--- src/ctrl_pkg.sv ---
package ctrl_pkg;

    localparam int OPCODE_W    = 6;
    localparam int FUNC_W      = 6;
    localparam int MEM_LATENCY = 4; // wait cycles per memory transfer
    localparam int WAIT_CNT_W  = 2;

    typedef enum logic [OPCODE_W-1:0] {
        OP_RTYPE = 6'b000000,
        OP_BGEZ  = 6'b000001,
        OP_J     = 6'b000010,
        OP_JAL   = 6'b000011,
        OP_BEQ   = 6'b000100,
        OP_BNE   = 6'b000101,
        OP_BLEZ  = 6'b000110,
        OP_BGTZ  = 6'b000111,
        OP_ADDI  = 6'b001000,
        OP_ADDIU = 6'b001001,
        OP_SLTI  = 6'b001010,
        OP_ANDI  = 6'b001100,
        OP_ORI   = 6'b001101,
        OP_XORI  = 6'b001110,
        OP_LUI   = 6'b001111,
        OP_LW    = 6'b100011,
        OP_SW    = 6'b101011,
        OP_NOP   = 6'b111111
    } opcode_e;

    typedef enum logic [FUNC_W-1:0] {
        F_SLL  = 6'b000000,
        F_SRL  = 6'b000010,
        F_SRA  = 6'b000011,
        F_SLLV = 6'b000100,
        F_SRLV = 6'b000110,
        F_JR   = 6'b001000,
        F_MULT = 6'b011000,
        F_DIV  = 6'b011010,
        F_ADD  = 6'b100000,
        F_ADDU = 6'b100001,
        F_SUB  = 6'b100010,
        F_SUBU = 6'b100011,
        F_AND  = 6'b100100,
        F_OR   = 6'b100101,
        F_XOR  = 6'b100110,
        F_NOR  = 6'b100111,
        F_SLT  = 6'b101010
    } func_e;

    // encodings fixed by the ALU
    typedef enum logic [4:0] {
        ALU_XOR  = 5'd0,
        ALU_SLL  = 5'd1,
        ALU_SRL  = 5'd2,
        ALU_SRA  = 5'd3,
        ALU_ADD  = 5'd4,
        ALU_SUB  = 5'd5,
        ALU_MULT = 5'd6,
        ALU_DIV  = 5'd7,
        ALU_OR   = 5'd8,
        ALU_NOR  = 5'd9,
        ALU_AND  = 5'd10,
        ALU_SLT  = 5'd11,
        ALU_JR   = 5'd12,
        ALU_BEQ  = 5'd13,
        ALU_BNE  = 5'd14,
        ALU_BLEZ = 5'd15,
        ALU_BGTZ = 5'd16,
        ALU_BGEZ = 5'd17,
        ALU_LUI  = 5'd18,
        ALU_SLLV = 5'd25,
        ALU_SRLV = 5'd26
    } alu_op_e;

    typedef enum logic [1:0] {DEST_RT = 2'd0, DEST_RD = 2'd1, DEST_RA = 2'd2} dest_sel_e;

    typedef enum logic [1:0] {SRC_ALU = 2'd0, SRC_MEM = 2'd1, SRC_PC = 2'd2} reg_src_sel_e;

    typedef enum logic [1:0] {MEM_NONE, MEM_LOAD, MEM_STORE} mem_op_e;

    typedef enum logic {CACHE_SRC_MEM = 1'b0, CACHE_SRC_CPU = 1'b1} cache_src_e;

    typedef enum logic {ADDR_ALU = 1'b0, ADDR_CACHE = 1'b1} mem_addr_sel_e;

    typedef enum logic [2:0] {
        S_IDLE,
        S_WRITEBACK,
        S_FETCH,
        S_FILL,
        S_COMPLETE,
        S_STORE_FILL
    } seq_state_e;

endpackage

--- src/decode_if.sv ---
`timescale 1ns/1ps

// decoded control from decoder to sequencer and top
interface decode_if
    import ctrl_pkg::*;
();

    alu_op_e      alu_op;
    logic         alu_src;       // 1 selects the immediate
    dest_sel_e    dest_sel;
    reg_src_sel_e reg_src;
    logic         dec_reg_write; // loads write through the sequencer
    logic         jump;
    logic         branch;
    logic         jump_register;
    logic         is_unsigned;
    logic         is_nop;
    mem_op_e      mem_op;

    modport src (
        output alu_op, alu_src, dest_sel, reg_src, dec_reg_write,
        output jump, branch, jump_register, is_unsigned, is_nop, mem_op
    );

    modport dst (
        input alu_op, alu_src, dest_sel, reg_src, dec_reg_write,
        input jump, branch, jump_register, is_unsigned, is_nop, mem_op
    );

endinterface

--- src/alu_decoder.sv ---
`timescale 1ns/1ps

module alu_decoder
    import ctrl_pkg::*;
(
    input  func_e   func,
    output alu_op_e alu_op,
    output logic    jr
);

    always_comb begin
        jr = 1'b0;
        case (func)
            F_XOR:  alu_op = ALU_XOR;
            F_SLL:  alu_op = ALU_SLL;
            F_SLLV: alu_op = ALU_SLLV;
            F_SRL:  alu_op = ALU_SRL;
            F_SRLV: alu_op = ALU_SRLV;
            F_SRA:  alu_op = ALU_SRA;
            F_ADD:  alu_op = ALU_ADD;
            F_ADDU: alu_op = ALU_ADD;  // overflow handling lives in the datapath
            F_SUB:  alu_op = ALU_SUB;
            F_SUBU: alu_op = ALU_SUB;
            F_MULT: alu_op = ALU_MULT;
            F_DIV:  alu_op = ALU_DIV;
            F_OR:   alu_op = ALU_OR;
            F_NOR:  alu_op = ALU_NOR;
            F_AND:  alu_op = ALU_AND;
            F_SLT:  alu_op = ALU_SLT;
            F_JR: begin
                alu_op = ALU_JR;
                jr     = 1'b1;
            end
            default: alu_op = ALU_ADD; // unknown func
        endcase
    end

endmodule

--- src/cache_sequencer.sv ---
`timescale 1ns/1ps

module cache_sequencer
    import ctrl_pkg::*;
(
    input  logic          clk,
    input  logic          rst_n,
    decode_if.dst         dec,
    input  logic          cache_hit,
    input  logic          cache_dirty,
    output logic          pc_enable,
    output logic          load_write,
    output logic          we_memory,
    output logic          we_cache,
    output logic          set_valid,
    output logic          set_dirty,
    output cache_src_e    cache_src,
    output mem_addr_sel_e mem_addr_sel
);

    seq_state_e            state;
    seq_state_e            next_state;
    logic [WAIT_CNT_W-1:0] wait_cnt;
    logic [WAIT_CNT_W-1:0] next_wait_cnt;
    logic                  wait_done;

    assign wait_done = (wait_cnt == WAIT_CNT_W'(MEM_LATENCY - 1));

    always_ff @(posedge clk) begin
        if (!rst_n) begin
            state    <= S_IDLE;
            wait_cnt <= '0;
        end else begin
            state    <= next_state;
            wait_cnt <= next_wait_cnt;
        end
    end

    // one counter shared by writeback and fetch waits
    always_comb begin
        if ((state == S_WRITEBACK || state == S_FETCH) && !wait_done) begin
            next_wait_cnt = wait_cnt + 1'b1;
        end else begin
            next_wait_cnt = '0;
        end
    end

    always_comb begin
        next_state   = state;
        pc_enable    = 1'b0;
        load_write   = 1'b0;
        we_memory    = 1'b0;
        we_cache     = 1'b0;
        set_valid    = 1'b0;
        set_dirty    = 1'b0;
        cache_src    = CACHE_SRC_CPU;
        mem_addr_sel = ADDR_ALU;

        case (state)
            S_IDLE: begin
                case (dec.mem_op)
                    MEM_LOAD: begin
                        if (cache_hit) begin
                            pc_enable  = 1'b1;
                            load_write = 1'b1;
                        end else if (cache_dirty) begin
                            // victim goes out first
                            we_memory    = 1'b1;
                            mem_addr_sel = ADDR_CACHE;
                            next_state   = S_WRITEBACK;
                        end else begin
                            next_state = S_FETCH;
                        end
                    end
                    MEM_STORE: begin
                        if (!cache_hit && cache_dirty) begin
                            we_memory    = 1'b1;
                            mem_addr_sel = ADDR_CACHE;
                            next_state   = S_WRITEBACK;
                        end else begin
                            // a whole word write lets a clean miss overwrite the line
                            we_cache  = 1'b1;
                            set_valid = 1'b1;
                            set_dirty = 1'b1;
                            pc_enable = 1'b1;
                        end
                    end
                    default: pc_enable = 1'b1;
                endcase
            end
            S_WRITEBACK: begin
                mem_addr_sel = ADDR_CACHE;
                if (wait_done) begin
                    next_state = (dec.mem_op == MEM_LOAD) ? S_FETCH : S_STORE_FILL;
                end
            end
            S_FETCH: begin
                if (wait_done) next_state = S_FILL;
            end
            S_FILL: begin
                we_cache   = 1'b1;
                set_valid  = 1'b1;
                cache_src  = CACHE_SRC_MEM; // clean line from memory
                next_state = S_COMPLETE;
            end
            S_COMPLETE: begin
                load_write = 1'b1;
                pc_enable  = 1'b1;
                next_state = S_IDLE;
            end
            S_STORE_FILL: begin
                we_cache   = 1'b1;
                set_valid  = 1'b1;
                set_dirty  = 1'b1;
                pc_enable  = 1'b1;
                next_state = S_IDLE;
            end
            default: next_state = S_IDLE;
        endcase
    end

endmodule

--- src/instr_decoder.sv ---
`timescale 1ns/1ps

module instr_decoder
    import ctrl_pkg::*;
(
    input  opcode_e     opcode,
    input  func_e       func,
    decode_if.src       dec
);

    alu_op_e r_alu_op;
    logic    r_jr;

    alu_decoder u_alu_dec (
        .func   (func),
        .alu_op (r_alu_op),
        .jr     (r_jr)
    );

    always_comb begin
        // defaults describe an instruction with no side effects
        dec.alu_op        = ALU_ADD;
        dec.alu_src       = 1'b0;
        dec.dest_sel      = DEST_RT;
        dec.reg_src       = SRC_ALU;
        dec.dec_reg_write = 1'b0;
        dec.jump          = 1'b0;
        dec.branch        = 1'b0;
        dec.jump_register = 1'b0;
        dec.is_unsigned   = 1'b0;
        dec.is_nop        = 1'b0;
        dec.mem_op        = MEM_NONE;

        case (opcode)
            OP_RTYPE: begin
                dec.dest_sel      = DEST_RD;
                dec.alu_op        = r_alu_op;
                dec.jump_register = r_jr;
                dec.dec_reg_write = 1'b1;
            end
            OP_ADDI, OP_ADDIU, OP_ANDI, OP_XORI, OP_ORI, OP_SLTI, OP_LUI: begin
                dec.alu_src       = 1'b1;
                dec.dec_reg_write = 1'b1;
                dec.is_unsigned   = (opcode != OP_ADDI) && (opcode != OP_SLTI);
                case (opcode)
                    OP_ANDI: dec.alu_op = ALU_AND;
                    OP_XORI: dec.alu_op = ALU_XOR;
                    OP_ORI:  dec.alu_op = ALU_OR;
                    OP_SLTI: dec.alu_op = ALU_SLT;
                    OP_LUI:  dec.alu_op = ALU_LUI;
                    default: dec.alu_op = ALU_ADD; // addi, addiu
                endcase
            end
            OP_LW: begin
                dec.alu_src = 1'b1;  // base plus offset
                dec.reg_src = SRC_MEM;
                dec.mem_op  = MEM_LOAD;
            end
            OP_SW: begin
                dec.alu_src = 1'b1;
                dec.mem_op  = MEM_STORE;
            end
            OP_BEQ, OP_BNE, OP_BLEZ, OP_BGTZ, OP_BGEZ: begin
                dec.branch  = 1'b1;
                dec.alu_src = 1'b1;
                case (opcode)
                    OP_BEQ:  dec.alu_op = ALU_BEQ;
                    OP_BNE:  dec.alu_op = ALU_BNE;
                    OP_BLEZ: dec.alu_op = ALU_BLEZ;
                    OP_BGTZ: dec.alu_op = ALU_BGTZ;
                    default: dec.alu_op = ALU_BGEZ;
                endcase
            end
            OP_J: begin
                dec.jump = 1'b1;
            end
            OP_JAL: begin
                dec.jump          = 1'b1;
                dec.dest_sel      = DEST_RA; // link register
                dec.reg_src       = SRC_PC;
                dec.dec_reg_write = 1'b1;
            end
            OP_NOP: begin
                dec.is_nop = 1'b1;
            end
            default: ; // unknown opcode leaves all writes off
        endcase
    end

endmodule

--- src/mips_controller.sv ---
`timescale 1ns/1ps

module mips_controller
    import ctrl_pkg::*;
(
    input  logic          clk,
    input  logic          rst_n,
    input  opcode_e       opcode,
    input  func_e         func,
    input  logic          cache_hit,
    input  logic          cache_dirty,
    output dest_sel_e     dest_sel,
    output logic          jump,
    output logic          branch,
    output logic          jump_register,
    output logic          we_memory,
    output reg_src_sel_e  reg_src,
    output alu_op_e       alu_op,
    output logic          alu_src,
    output logic          register_write,
    output logic          is_unsigned,
    output logic          pc_enable,
    output logic          set_valid,
    output logic          set_dirty,
    output cache_src_e    cache_src,
    output mem_addr_sel_e mem_addr_sel,
    output logic          we_cache,
    output logic          is_nop
);

    logic load_write;

    decode_if dec_bus ();

    instr_decoder u_instr_dec (
        .opcode (opcode),
        .func   (func),
        .dec    (dec_bus)
    );

    cache_sequencer u_seq (
        .clk          (clk),
        .rst_n        (rst_n),
        .dec          (dec_bus),
        .cache_hit    (cache_hit),
        .cache_dirty  (cache_dirty),
        .pc_enable    (pc_enable),
        .load_write   (load_write),
        .we_memory    (we_memory),
        .we_cache     (we_cache),
        .set_valid    (set_valid),
        .set_dirty    (set_dirty),
        .cache_src    (cache_src),
        .mem_addr_sel (mem_addr_sel)
    );

    assign dest_sel       = dec_bus.dest_sel;
    assign jump           = dec_bus.jump;
    assign branch         = dec_bus.branch;
    assign jump_register  = dec_bus.jump_register;
    assign reg_src        = dec_bus.reg_src;
    assign alu_op         = dec_bus.alu_op;
    assign alu_src        = dec_bus.alu_src;
    assign is_unsigned    = dec_bus.is_unsigned;
    assign is_nop         = dec_bus.is_nop;
    assign register_write = dec_bus.dec_reg_write | load_write; // loads write late

endmodule

--- config.mk ---
export PLATFORM = sky130hd
export DESIGN_NAME = mips_controller
export DESIGN_NICKNAME = d
export VERILOG_FILES = /design/src/ctrl_pkg.sv /design/src/decode_if.sv /design/src/alu_decoder.sv /design/src/cache_sequencer.sv /design/src/instr_decoder.sv /design/src/mips_controller.sv
export SDC_FILE = /design/constraint.sdc
export NUM_CORES = 1
export LEC_CHECK = 0
export BUFFER_PORTS_ARGS = -buffer_cell sky130_fd_sc_hd__buf_2
export CORE_ASPECT_RATIO = 2
export CORE_MARGIN = 5
export CORE_UTILIZATION = 30
export CTS_BUF_LIST = sky130_fd_sc_hd__clkbuf_8
export DETAILED_ROUTE_END_ITERATION = 6
export GPL_TIMING_DRIVEN = 0
export SYNTH_ARGS = -nofsm -noshare
export SYNTH_HDL_FRONTEND = slang
export SYNTH_SLANG_ARGS = --single-unit
--- constraint.sdc ---
create_clock -name clk -period 1.65 [get_ports clk]
set_input_delay 0.0825 -clock clk [delete_from_list [all_inputs] [get_ports clk]]
set_output_delay 0.0825 -clock clk [all_outputs]
set_load 0.01 [all_outputs]
==> results.txt, run 1 <==
Vias per Instance = 5.42
Vias in the first global route = 1,200
CTS H-tree depth = 1
Post-synthesis cell type count = 50
Vias = 1,279
Core ar. = 0.00334 sq mm
WL per Instance = 14.2 um
CTS tree = yes
Data arrival, critical path = 1.54 ns
Seq pwr share = 18.1%
Reg2Reg Depth = 4
Combinational share of power = 60.9%
Ratio of cells with drive above 1 in the final layout = 43.6%
Pins Over Slew Limit = 0
Nets@finish = 225
I/O Buffers = 35
Sequential share of the synthesized area = 9.83%
Post-CTS Hold Fix Bufs = 0
#FFs+latches synth = 5
Synth Cell Area = 0.00102 sq mm
Worst reg2reg endpoint = u_seq.state[0]
Worst Clk Skew = 0.00125 ns
Die width = 51.2 um
Final ANT Viol Nets = 0
Die area = 0.00473 sq mm
Gr usage total = 14.4%
DR iter-0 viols = 18
Clk pin slew, worst setup/hold paths = 0.03 ns
Syn_nets = 175
Initial antenna violation count = 0
Critical path startpoint category = primary input
FF+latch area = 101 sq um
Worst-Margin Slew = 0.487 ns
Tmin final = 1.62 ns
Fmax = 618 MHz
Switch share = 41.8%
Area Growth Syn to Fin = 49.4%
LEAKAGE = 0.000675 uW
Final Cycle Share = 98.1%
Fill cells = 353
Hold Path Stages = 3
Most frequent cell after synthesis = nor2_1
Critical R2R Launch = u_seq.state[1]
CTS Buf Count = 3
R2r setup slk = 0.20 ns
DP Wirelength = 2590 um
Number of max-cap violations = 0
Hold_sp = rst_n
NetSw = 431 uW
Critical setup path kind = in2out
Clock power frac = 20.9%
Die Y = 92.4 um
Clock insertion delay at the later pin of the skew report = 0.22 ns
Remaining Overflow, GRT = 0
Synth warnings = 0
Placed instance area = 0.00131 sq mm
Post-synth top cells = nor2_1 (22), nand2_1 (14), a21oi_1 (12)
Detailed Route WL = 3350 um
DRC viols = 0
First-pass DRT Iterations = 4
Final Hold Viols = 0
Mapped Cells = 155
Yosys top cell area share = 9.83%
Cell internal pwr = 601 uW
Worst vdd ir = 0.681 mV
Hold Crit Endpoint = u_seq.wait_cnt[0]
GP Congestion = 0.771
CTS max path bufs = 2
Final core utilization = 45.5%
Worst hold path class = in2reg
Ant diodes = 0
CP Data Required Time = 1.57 ns
EDFF count, synth = 0
Root Buffer = clkbuf_8
RSZ-0062 raised after global routing = true
CTS sink count = 5
Largest net degree at the start of global routing = 11
Fin area = 0.00152 sq mm
Predominant post-synthesis flop cell = dfxtp_1
Critical path fanouts, max = 4
Ys async rst share = 0%
Status = complete, no violations
First-pass GRT wire length = 5420 um
Row count = 30
Setup violators final = 0
Worst setup EP type = output pin
Rel. slew slack = 67.1%
Top cell type by total area after synthesis = dfxtp_1
Initial core utilization = 30.5%
I/O pin count = 39
Avg Inst Size Synth = 6.57 sq um
Cell area power density = 678 mW/mm^2
Synth top area cells = dfxtp_1 (9.8%), nor2_1 (8.1%), a21oi_1 (5.9%), nand2_1 (5.2%), ha_1 (4.9%)
Multi-input gate area = 910 sq um
==> cell families after synthesis <==
| group | count (synthesis) | share of synthesized area (%) |
|---|---|---|
| flip-flops | 5 | 9.83 |
| AND/OR/NAND/NOR | 79 | 42.5 |
| adder cells (fa/ha/maj) | 4 | 4.91 |
| buffers and inverters | 21 | 10.6 |
| XOR/XNOR | 3 | 2.58 |
| AO/OA/AOI/OAI | 41 | 27.6 |
| multiplexers | 2 | 1.97 |
==> through the flow <==
stage | setup TNS, ns | setup WS, ns | hold WS (ns) | total power, uW | instances
2_1_floorplan | -0.0951 | -0.0518 | 0.191 | 594 | 155
3_3_place_gp | -1.68 | -0.373 | 0.341 | 746 | 222
3_5_place_dp | -1.75 | -0.378 | 0.346 | 749 | 222
4_1_cts | 0 | 0.00256 | 0.118 | 994 | 233
5_1_grt | -0.188 | -0.0798 | 0.139 | 1130 | 236
6_report | 0 | 0.0311 | 0.125 | 1030 | 236
==> layout by cell type, fill, tap and decap left out, drive strengths merged, types with 2 or more instances in the layout <==
cell type,Yosys,final
ha,4,4
nor2b,6,6
nand2,14,14
clkbuf,5,7
o32ai,2,2
or2,3,3
dfxtp,5,5
nor2,23,23
mux2i,2,2
a21oi,12,12
nor3,10,10
buf,9,55
inv,7,8
nor4,3,3
a31oi,2,2
nor3b,6,6
o21ai,9,9
o22ai,3,3
nand3b,2,2
a211oi,2,2
xnor2,3,3
nand3,3,3
nand2b,4,4
==> metal layers <==
layer	up-vias	share of wire, %	global-route usage, %
met5	-	0	0
met4	0	0.60	4.04
met3	2	5.4	1.93
met2	35	58	29.2
met1	592	36	14.2
li1	650	-	-
==> registers in the layout, indices dropped and copies added, names as in the netlist <==
signal / cells
u_seq.state: 3
u_seq.wait_cnt: 2
==> how the worst max path moves through the flow <==
stage | from | end | cells after the start
after CTS | opcode[3] | pc_enable | 11
after detailed placement | opcode[3] | pc_enable | 11
after global placement | opcode[3] | pc_enable | 11
after global routing | opcode[1] | u_seq.state[1] | 13
final | opcode[1] | pc_enable | 13
after floorplan | opcode[1] | u_seq.state[0] | 12
==> repair_timing <==
| item | CTS | global route |
|---|---|---|
| endpoints found under the setup margin | 8 | 6 |
| pin swaps | 6 | 7 |
| resized for setup | 16 | 12 |
| setup buffers | 7 | 3 |
==> area by class of cell <==
| cell class | instances | area share [%] |
|---|---|---|
| inverters | 7 | 2.06 |
| plain buffers | 14 | 8.55 |
| flip-flops and latches | 5 | 6.66 |
| repair buffers | 45 | 17.4 |
| clock inverters | 1 | 0.247 |
| well taps | 32 | 2.63 |
| multi-input cells | 129 | 59.8 |
| clock buffers | 3 | 2.71 |
==> worst max-delay path, cell delays in order <==
cell and delay (ns):
buf_12 0.08, nand2_8 0.05, inv_6 0.06, nand2_4 0.05, nor4_4 0.28, inv_2 0.08, ha_4 0.18, or2_4 0.24
o21ai_2 0.05, a21oi_1 0.07, nor2_1 0.12, nor2_2 0.04, buf_2 0.13
==> power groups by stage <==
stage               combinational [uW]  sequential (uW)  clock [uW]
floorplan                          415              179           0
global placement                   560              186           0
detailed placement                 563              187           0
CTS                                588              185         222
global route                       699              195         234
finish                             629              187         216
No activity file was read; power rests on OpenSTA's default activity.
==> run 2: changes to the inputs <==
- ABC_AREA: unset -> 1
==> run 2 against run 1 <==
- non-clock buffer count shrank 15
- sequential power is essentially flat
- clock power is essentially flat
- clock skew is essentially flat
- critical endpoint is now mem_addr_sel
- sequential cell count is the same
- final area shrank 6.7%
- clock-buffer cell count is the same
- sequential share of layout area grew 0.39 points
- die area shrank 2.9%
- synthesized area shrank 3.4%
==> results.txt, run 2 <==
Critical-path top delay cell = ha_4
CTS max path bufs = 2 (unchanged)
Place WS = -0.152 ns (+0.227 ns)
#FFs+latches synth = 5 (unchanged)
Biggest regs = u_seq.state (3), u_seq.wait_cnt (2)
Largest net degree at the start of global routing = 8 (-3)
Slowest stage delay, CP = 0.28 ns (about the same)
Predominant post-synthesis flop cell = dfxtp_1
Clock power frac = 25.0% (+4.1 points)
Worst hold path class = in2reg
Post-synthesis cell type count = 26 (-48%)
Ant diodes = 0 (unchanged)
LEAKAGE = 0.000748 uW (+11%)
CTS Buf Count = 3 (unchanged)
Syn_nets = 203 (+16%)
First-pass GRT wire length = 5040 um (-7.0%)
GP Congestion = 0.862 (+12%)
Hold_sp = rst_n
Multi-input gate area = 835 sq um (-8.3%)
Top cell type by total area after synthesis = nand2_1
WL per Instance = 11.9 um (-16%)
Final setup margin = 0.102 ns (+0.0711 ns)
Cell area power density = 619 mW/mm^2 (-8.8%)
Synth top area cells = nand2_1 (15%), inv_1 (11%), dfxtp_1 (10%), nand3_1 (9.7%), nor2_1 (9.5%)
Final hold slack = 0.151 ns (+0.0261 ns)
Area Growth Syn to Fin = 44.3%
Worst Clk Skew = 0.000849 ns (-0.000400 ns)
Worst reg2reg endpoint = u_seq.wait_cnt[0]
Most flop-heavy register = u_seq.state
Initial antenna violation count = 0 (unchanged)
Final Cycle Share = 93.8% (-4.3 points)
EDFF count, synth = 0 (unchanged)
DRC viols = 0 (unchanged)
Tmin final = 1.55 ns (-0.0711 ns)
Commonest non-fill, non-tap cells in the layout = nand2_1 (38), buf_2 (35), inv_1 (25)
Clk pin slew, worst setup/hold paths = 0.03 ns (about the same)
Worst setup EP type = output pin
Die area = 0.00459 sq mm (-2.9%)
NetSw = 385 uW (-11%)
Cell family with most CP delay = simple AND/OR/NAND/NOR gates
Vias in the first global route = 1,263 (+5.3%)
CTS H-tree depth = 1 (unchanged)
Die Y = 91.0 um (-1.5%)
CTS sink count = 5 (unchanged)
Pins Over Slew Limit = 0 (unchanged)
CP bufs+invs = 5 (+1)
Vias = 1,295 (+1.3%)
Row count = 29 (-3.3%)
DP Wirelength = 2610 um (+0.47%)
DR iter-0 viols = 18 (unchanged)
Final Hold Viols = 0 (unchanged)
Status = complete, no violations
Number of max-cap violations = 0 (unchanged)
Max reg flops = 3 (unchanged)
Reg2Reg Depth = 5 (+1)
Ys async rst share = 0% (unchanged)
Rel. slew slack = 80.2% (+13 points)
Worst vdd ir = 0.876 mV (+29%)
Die width = 50.5 um (-1.4%)
Critical R2R Launch = u_seq.state[1]
Clock insertion delay at the later pin of the skew report = 0.22 ns (about the same)
Initial core utilization = 31.2% (+0.67 points)
Synth warnings = 0 (unchanged)
Post-synth top cells = nand2_1 (40), inv_1 (30), nor2_1 (25)
R2r setup slk = 0.40 ns (+0.20 ns)
Fill cells = 338 (-4.2%)
Mapped Cells = 183 (+18%)
Hold Crit Endpoint = u_seq.state[0]
Worst-Margin Slew = 0.296 ns (-0.191 ns)
Data arrival, critical path = 1.47 ns (-0.07 ns)
I/O pin count = 39 (unchanged)
First-pass DRT Iterations = 4 (unchanged)
Root Buffer = clkbuf_8
Crit-path cells = buf_2, nor2_4, inv_2, nor3_4, inv_2, ha_4, inv_4, nor4_4, or2_4, buf_6
Fmax = 646 MHz (+4.6%)
Synth Cell Area = 983 sq um (-3.4%)
Remaining Overflow, GRT = 0 (unchanged)
CTS tree = yes
Nets@finish = 251 (+12%)
CP Data Required Time = 1.57 ns (about the same)
Cell internal pwr = 493 uW (-18%)
Seq pwr share = 20.9% (+2.8 points)
Switch share = 43.8% (+2.1 points)
Most frequent cell after synthesis = nand2_1
Detailed Route WL = 3100 um (-7.6%)
Most Frequent Cell on Critical Path = inv_2
Ratio of cells with drive above 1 in the final layout = 40.4% (-3.2 points)
FF+latch area = 100 sq um (-1.2%)
Commonest non-fill, non-tap cell in the layout = nand2_1
Hold Path Stages = 3 (unchanged)
I/O Buffers = 38 (+8.6%)
Sequential share of the synthesized area = 10.2% (+0.35 points)
Gr usage total = 12.9% (-1.5 points)
Vias per Instance = 4.96 (-8.4%)
Critical path startpoint category = primary input
Critical setup path kind = in2out
Setup violators final = 0 (unchanged)
Critical path fanouts, max = 3 (-1)
Core ar. = 0.00316 sq mm (-5.5%)
Yosys top cell area share = 15.3% (+5.4 points)
Combinational share of power = 54.1% (-6.8 points)
Final ANT Viol Nets = 0 (unchanged)
Avg Inst Size Synth = 5.37 sq um (-18%)
==> run 2: changes by cell type after synthesis, moves of 5 or more <==
cell / delta
buf_2: -5
nor2b_1: -6
clkbuf_1: -5
inv_1: +25
nand2_1: +26
nand2_2: +5
a21oi_1: -9
nand3_1: +16
nor2_2: +7
nor2_4: +6
==> run 2: logic make-up (layout without fill, tap and decap cells) <==
group / count (synthesis) / count (layout) / share of synthesized area (%)
AOI/OAI and AO/OA: 18 / 18 / 10.8
adders and majority gates: 4 / 4 / 5.09
buffers and inverters: 37 / 84 / 14.5
DFF: 5 / 5 / 10.2
and+or+nand+nor: 119 / 119 / 59.4
==> run 2: worst max-delay path by stage <==
stage	depth (start not counted)	from	endpoint
4_1_cts	11	opcode[5]	mem_addr_sel
2_1_floorplan	8	opcode[2]	mem_addr_sel
3_3_place_gp	10	opcode[2]	mem_addr_sel
3_5_place_dp	10	opcode[2]	mem_addr_sel
6_report	10	opcode[2]	mem_addr_sel
5_1_grt	11	opcode[5]	mem_addr_sel
==> run 2: power groups by stage <==
stage	registers [uW]	logic, uW	clock network [uW]
6_report	184	475	219
5_1_grt	186	526	230
4_1_cts	179	441	225
3_5_place_dp	181	435	0
3_3_place_gp	182	437	0
2_1_floorplan	173	310	0
==> run 2: worst min-delay path, cell delays in order <==
cell and delay, ns:
buf_2 0.10, inv_1 0.09, a21oi_1 0.05
==> run 2: layout make-up <==
| type | instances | area share, % |
|---|---|---|
| clock buffer | 3 | 2.91 |
| sequential | 5 | 7.05 |
| buffer | 1 | 0.529 |
| inverter | 36 | 10.1 |
| tap | 31 | 2.73 |
| multi-input combinational | 141 | 58.8 |
| timing repair buffer | 43 | 17.6 |
| clock inverter | 1 | 0.265 |
==> run 2: per-layer routing <==
metal | vias up | wire length [um] | GRT usage, %
met4 | 0 | 44 | 2.77
li1 | 679 | - | -
met3 | 4 | 175 | 0.820
met1 | 577 | 1040 | 12.1
met2 | 35 | 1840 | 27.6
met5 | - | 0 | 0
==> run 2: stage by stage <==
stage,utilization [%],cell area [sq um],cells,power [uW],TNS [ns]
global placement,39.0,1230,252,619,-0.638
detailed placement,39.0,1230,252,616,-0.557
finish,44.9,1420,261,878,0
CTS,41.2,1300,257,845,0
floorplan,-,1000,183,483,0
global route,44.9,1420,261,942,-0.00621
==> run 2: what timing repair did <==
item / in CTS / in global routing
hold buffers: 0 / 0
setup endpoints to repair: 4 / 8
pin swaps: 2 / 7
resized for setup: 9 / 24
setup buffers: 1 / 4
==> run 3: changes to the inputs <==
- CORE_MARGIN: 5 -> 10
==> run 3 against run 2 <==
- total power rose by 0.41%
- final area fell by 0.18%
- clock skew rose by 0.00090 ns
- combinational power barely moved
- global-route usage fell by 2.2 points
- maximum frequency fell by 4.5%
- sequential cell count did not move
- first-iteration DRC count rose by 11%
- clock-buffer cell count did not move
- critical path type unchanged
- highest routed layer unchanged
==> results.txt, run 3 (same netlist as run 2, synthesis figures left out) <==
Initial core utilization = 31.2% (unchanged)
Most Used Layer, Global Route = met2
I/O pin count = 39 (unchanged)
Slowest stage delay, CP = 0.24 ns (-0.04 ns)
Clk pin slew, worst setup/hold paths = 0.04 ns (about the same)
CP Data Required Time = 1.57 ns (about the same)
Largest net degree at the start of global routing = 8 (unchanged)
Detailed Route WL = 3360 um (+8.6%)
Die Y = 101 um (+11%)
Die width = 60.5 um (+20%)
M2 GR Usage = 22.7% (-4.9 points)
Worst hold path class = in2reg
Critical path fanouts, max = 4 (+1)
CTS Buf Count = 3 (unchanged)
Critical path startpoint category = primary input
WL per Instance = 12.9 um (+9.0%)
Data arrival, critical path = 1.54 ns (+0.07 ns)
Row count = 29 (unchanged)
Ratio of cells with drive above 1 in the final layout = 41.5% (+1.0 points)
Worst setup EP type = output pin
Fill cells = 362 (+7.1%)
Area Growth Syn to Fin = 44.0%
Core ar. = 0.00316 sq mm (unchanged)
Initial antenna violation count = 0 (unchanged)
CTS max path bufs = 2 (unchanged)
Gr usage total = 10.8% (-2.2 points)
Hold_sp = rst_n
Vias in the first global route = 1,343 (+6.3%)
First-pass DRT Iterations = 4 (unchanged)
Worst vdd ir = 0.711 mV (-19%)
Critical R2R Launch = u_seq.state[1]
First-pass GRT wire length = 5380 um (+6.7%)
Crit-path cells = buf_4, inv_2, nor2_2, inv_2, nor3_4, inv_2, ha_4, o21ai_2, nor4_4, or2_4, buf_6
RSZ-0062 raised after global routing = true
CTS sink count = 5 (unchanged)
Biggest regs = u_seq.state (3), u_seq.wait_cnt (2)
GP Congestion = 0.799 (-7.3%)
Pins Over Slew Limit = 0 (unchanged)
Fmax = 617 MHz (-4.5%)
Die area = 0.00611 sq mm (+33%)
Vias = 1,299 (+0.31%)
Final ANT Viol Nets = 0 (unchanged)
Tmin final = 1.62 ns (+0.0724 ns)
Post-CTS Hold Fix Bufs = 0 (unchanged)
Clock insertion delay at the later pin of the skew report = 0.23 ns (about the same)
DR iter-0 viols = 20 (+2)
I/O Buffers = 38 (unchanged)
Commonest non-fill, non-tap cells in the layout = nand2_1 (36), buf_2 (36), inv_1 (25)
Most flop-heavy register = u_seq.state
DP Wirelength = 2860 um (+9.9%)
Most Frequent Cell on Critical Path = inv_2
Cell area power density = 622 mW/mm^2 (+0.58%)
Critical Path Start = opcode[5]
Rel. slew slack = 78.1% (-2.1 points)
Worst-Margin Slew = 0.327 ns (+0.0309 ns)
Placed instance area = 0.00123 sq mm (unchanged)
Setup TNS = 0 ns (unchanged)
Status = complete, no violations
Setup violators final = 0 (unchanged)
Met1 global-route usage = 8.28% (-3.8 points)
Nets@finish = 250 (-0.40%)
LEAKAGE = 0.000739 uW (-1.3%)
Worst Clk Skew = 0.00175 ns (+0.000900 ns)
Number of max-cap violations = 0 (unchanged)
CTS H-tree depth = 1 (unchanged)
Vias per Instance = 5.00 (+0.69%)
Root Buffer = clkbuf_8
Ant diodes = 0 (unchanged)
Critical setup path kind = in2out
GRT met3 Usage = 2.27% (+1.5 points)
Final Hold Viols = 0 (unchanged)
DRC viols = 0 (unchanged)
Remaining Overflow, GRT = 0 (unchanged)
CTS tree = yes
Critical-path top delay cell = nor3_4
Fin area = 0.00142 sq mm (-0.18%)
Final Cycle Share = 98.2% (+4.4 points)
Max reg flops = 3 (unchanged)
## run 3: final timing paths
kind / slack, ns / endpoint / cells past startpoint
setup reg to reg: 0.40 / u_seq.wait_cnt[1] / 5
hold reg to reg: 0.42 / u_seq.wait_cnt[0] / 1
hold / removal: 0.14 / u_seq.state[0] / 3
setup / recovery: 0.03 / mem_addr_sel / 11
## run 3: final cells by class
cell class / count / area (sq um) / area share [%]
Multi-Input combinational cell: 141 / 861 / 60.8
Timing Repair Buffer: 42 / 229 / 16.2
Inverter: 36 / 135 / 9.54
Sequential cell: 5 / 100 / 7.07
Clock buffer: 3 / 41.3 / 2.92
Tap cell: 31 / 38.8 / 2.74
Buffer: 1 / 7.51 / 0.530
Clock inverter: 1 / 3.75 / 0.265
## run 3: critical path: cells and delay by family
kind / cells / cell delay (ns)
simple gates: 4 / 0.66
fa+ha+maj: 1 / 0.18
compound gates: 1 / 0.17
buf+inv: 5 / 0.44
## run 3: per-layer routing
| metal | wire length [um] | vias to the layer above | part of all wire [%] |
|---|---|---|---|
| met1 | 1040 | 571 | 31 |
| met2 | 2000 | 45 | 60 |
| met3 | 226 | 11 | 6.7 |
| met5 | 0 | - | 0 |
| li1 | - | 672 | - |
| met4 | 97 | 0 | 2.9 |
## run 3: power breakdown
| group | leakage, uW | total (uW) | internal (uW) | switching [uW] |
|---|---|---|---|---|
| clock | 0.0000269 | 226 | 160 | 66.1 |
| sequential | 0.0000405 | 183 | 148 | 34.9 |
| combinational | 0.000671 | 472 | 182 | 290 |
## run 3: timing repair
item	4_1_cts	5_1_grt
setup buffers	0	4
gates resized for setup	10	20
pin swaps	2	6
endpoints found under the setup margin	4	3
## run 3: through the flow
stage          setup WS [ns]  power, uW  util (%)  hold slack (ns)  std cells
2_1_floorplan         0.0166        483         -            0.247        183
3_3_place_gp          -0.177        622      39.0            0.374        252
3_5_place_dp          -0.155        621      39.0            0.377        252
4_1_cts              0.00430        855      41.0            0.142        256
5_1_grt              -0.0514        959      44.9            0.159        260
6_report              0.0297        881      44.9            0.136        260
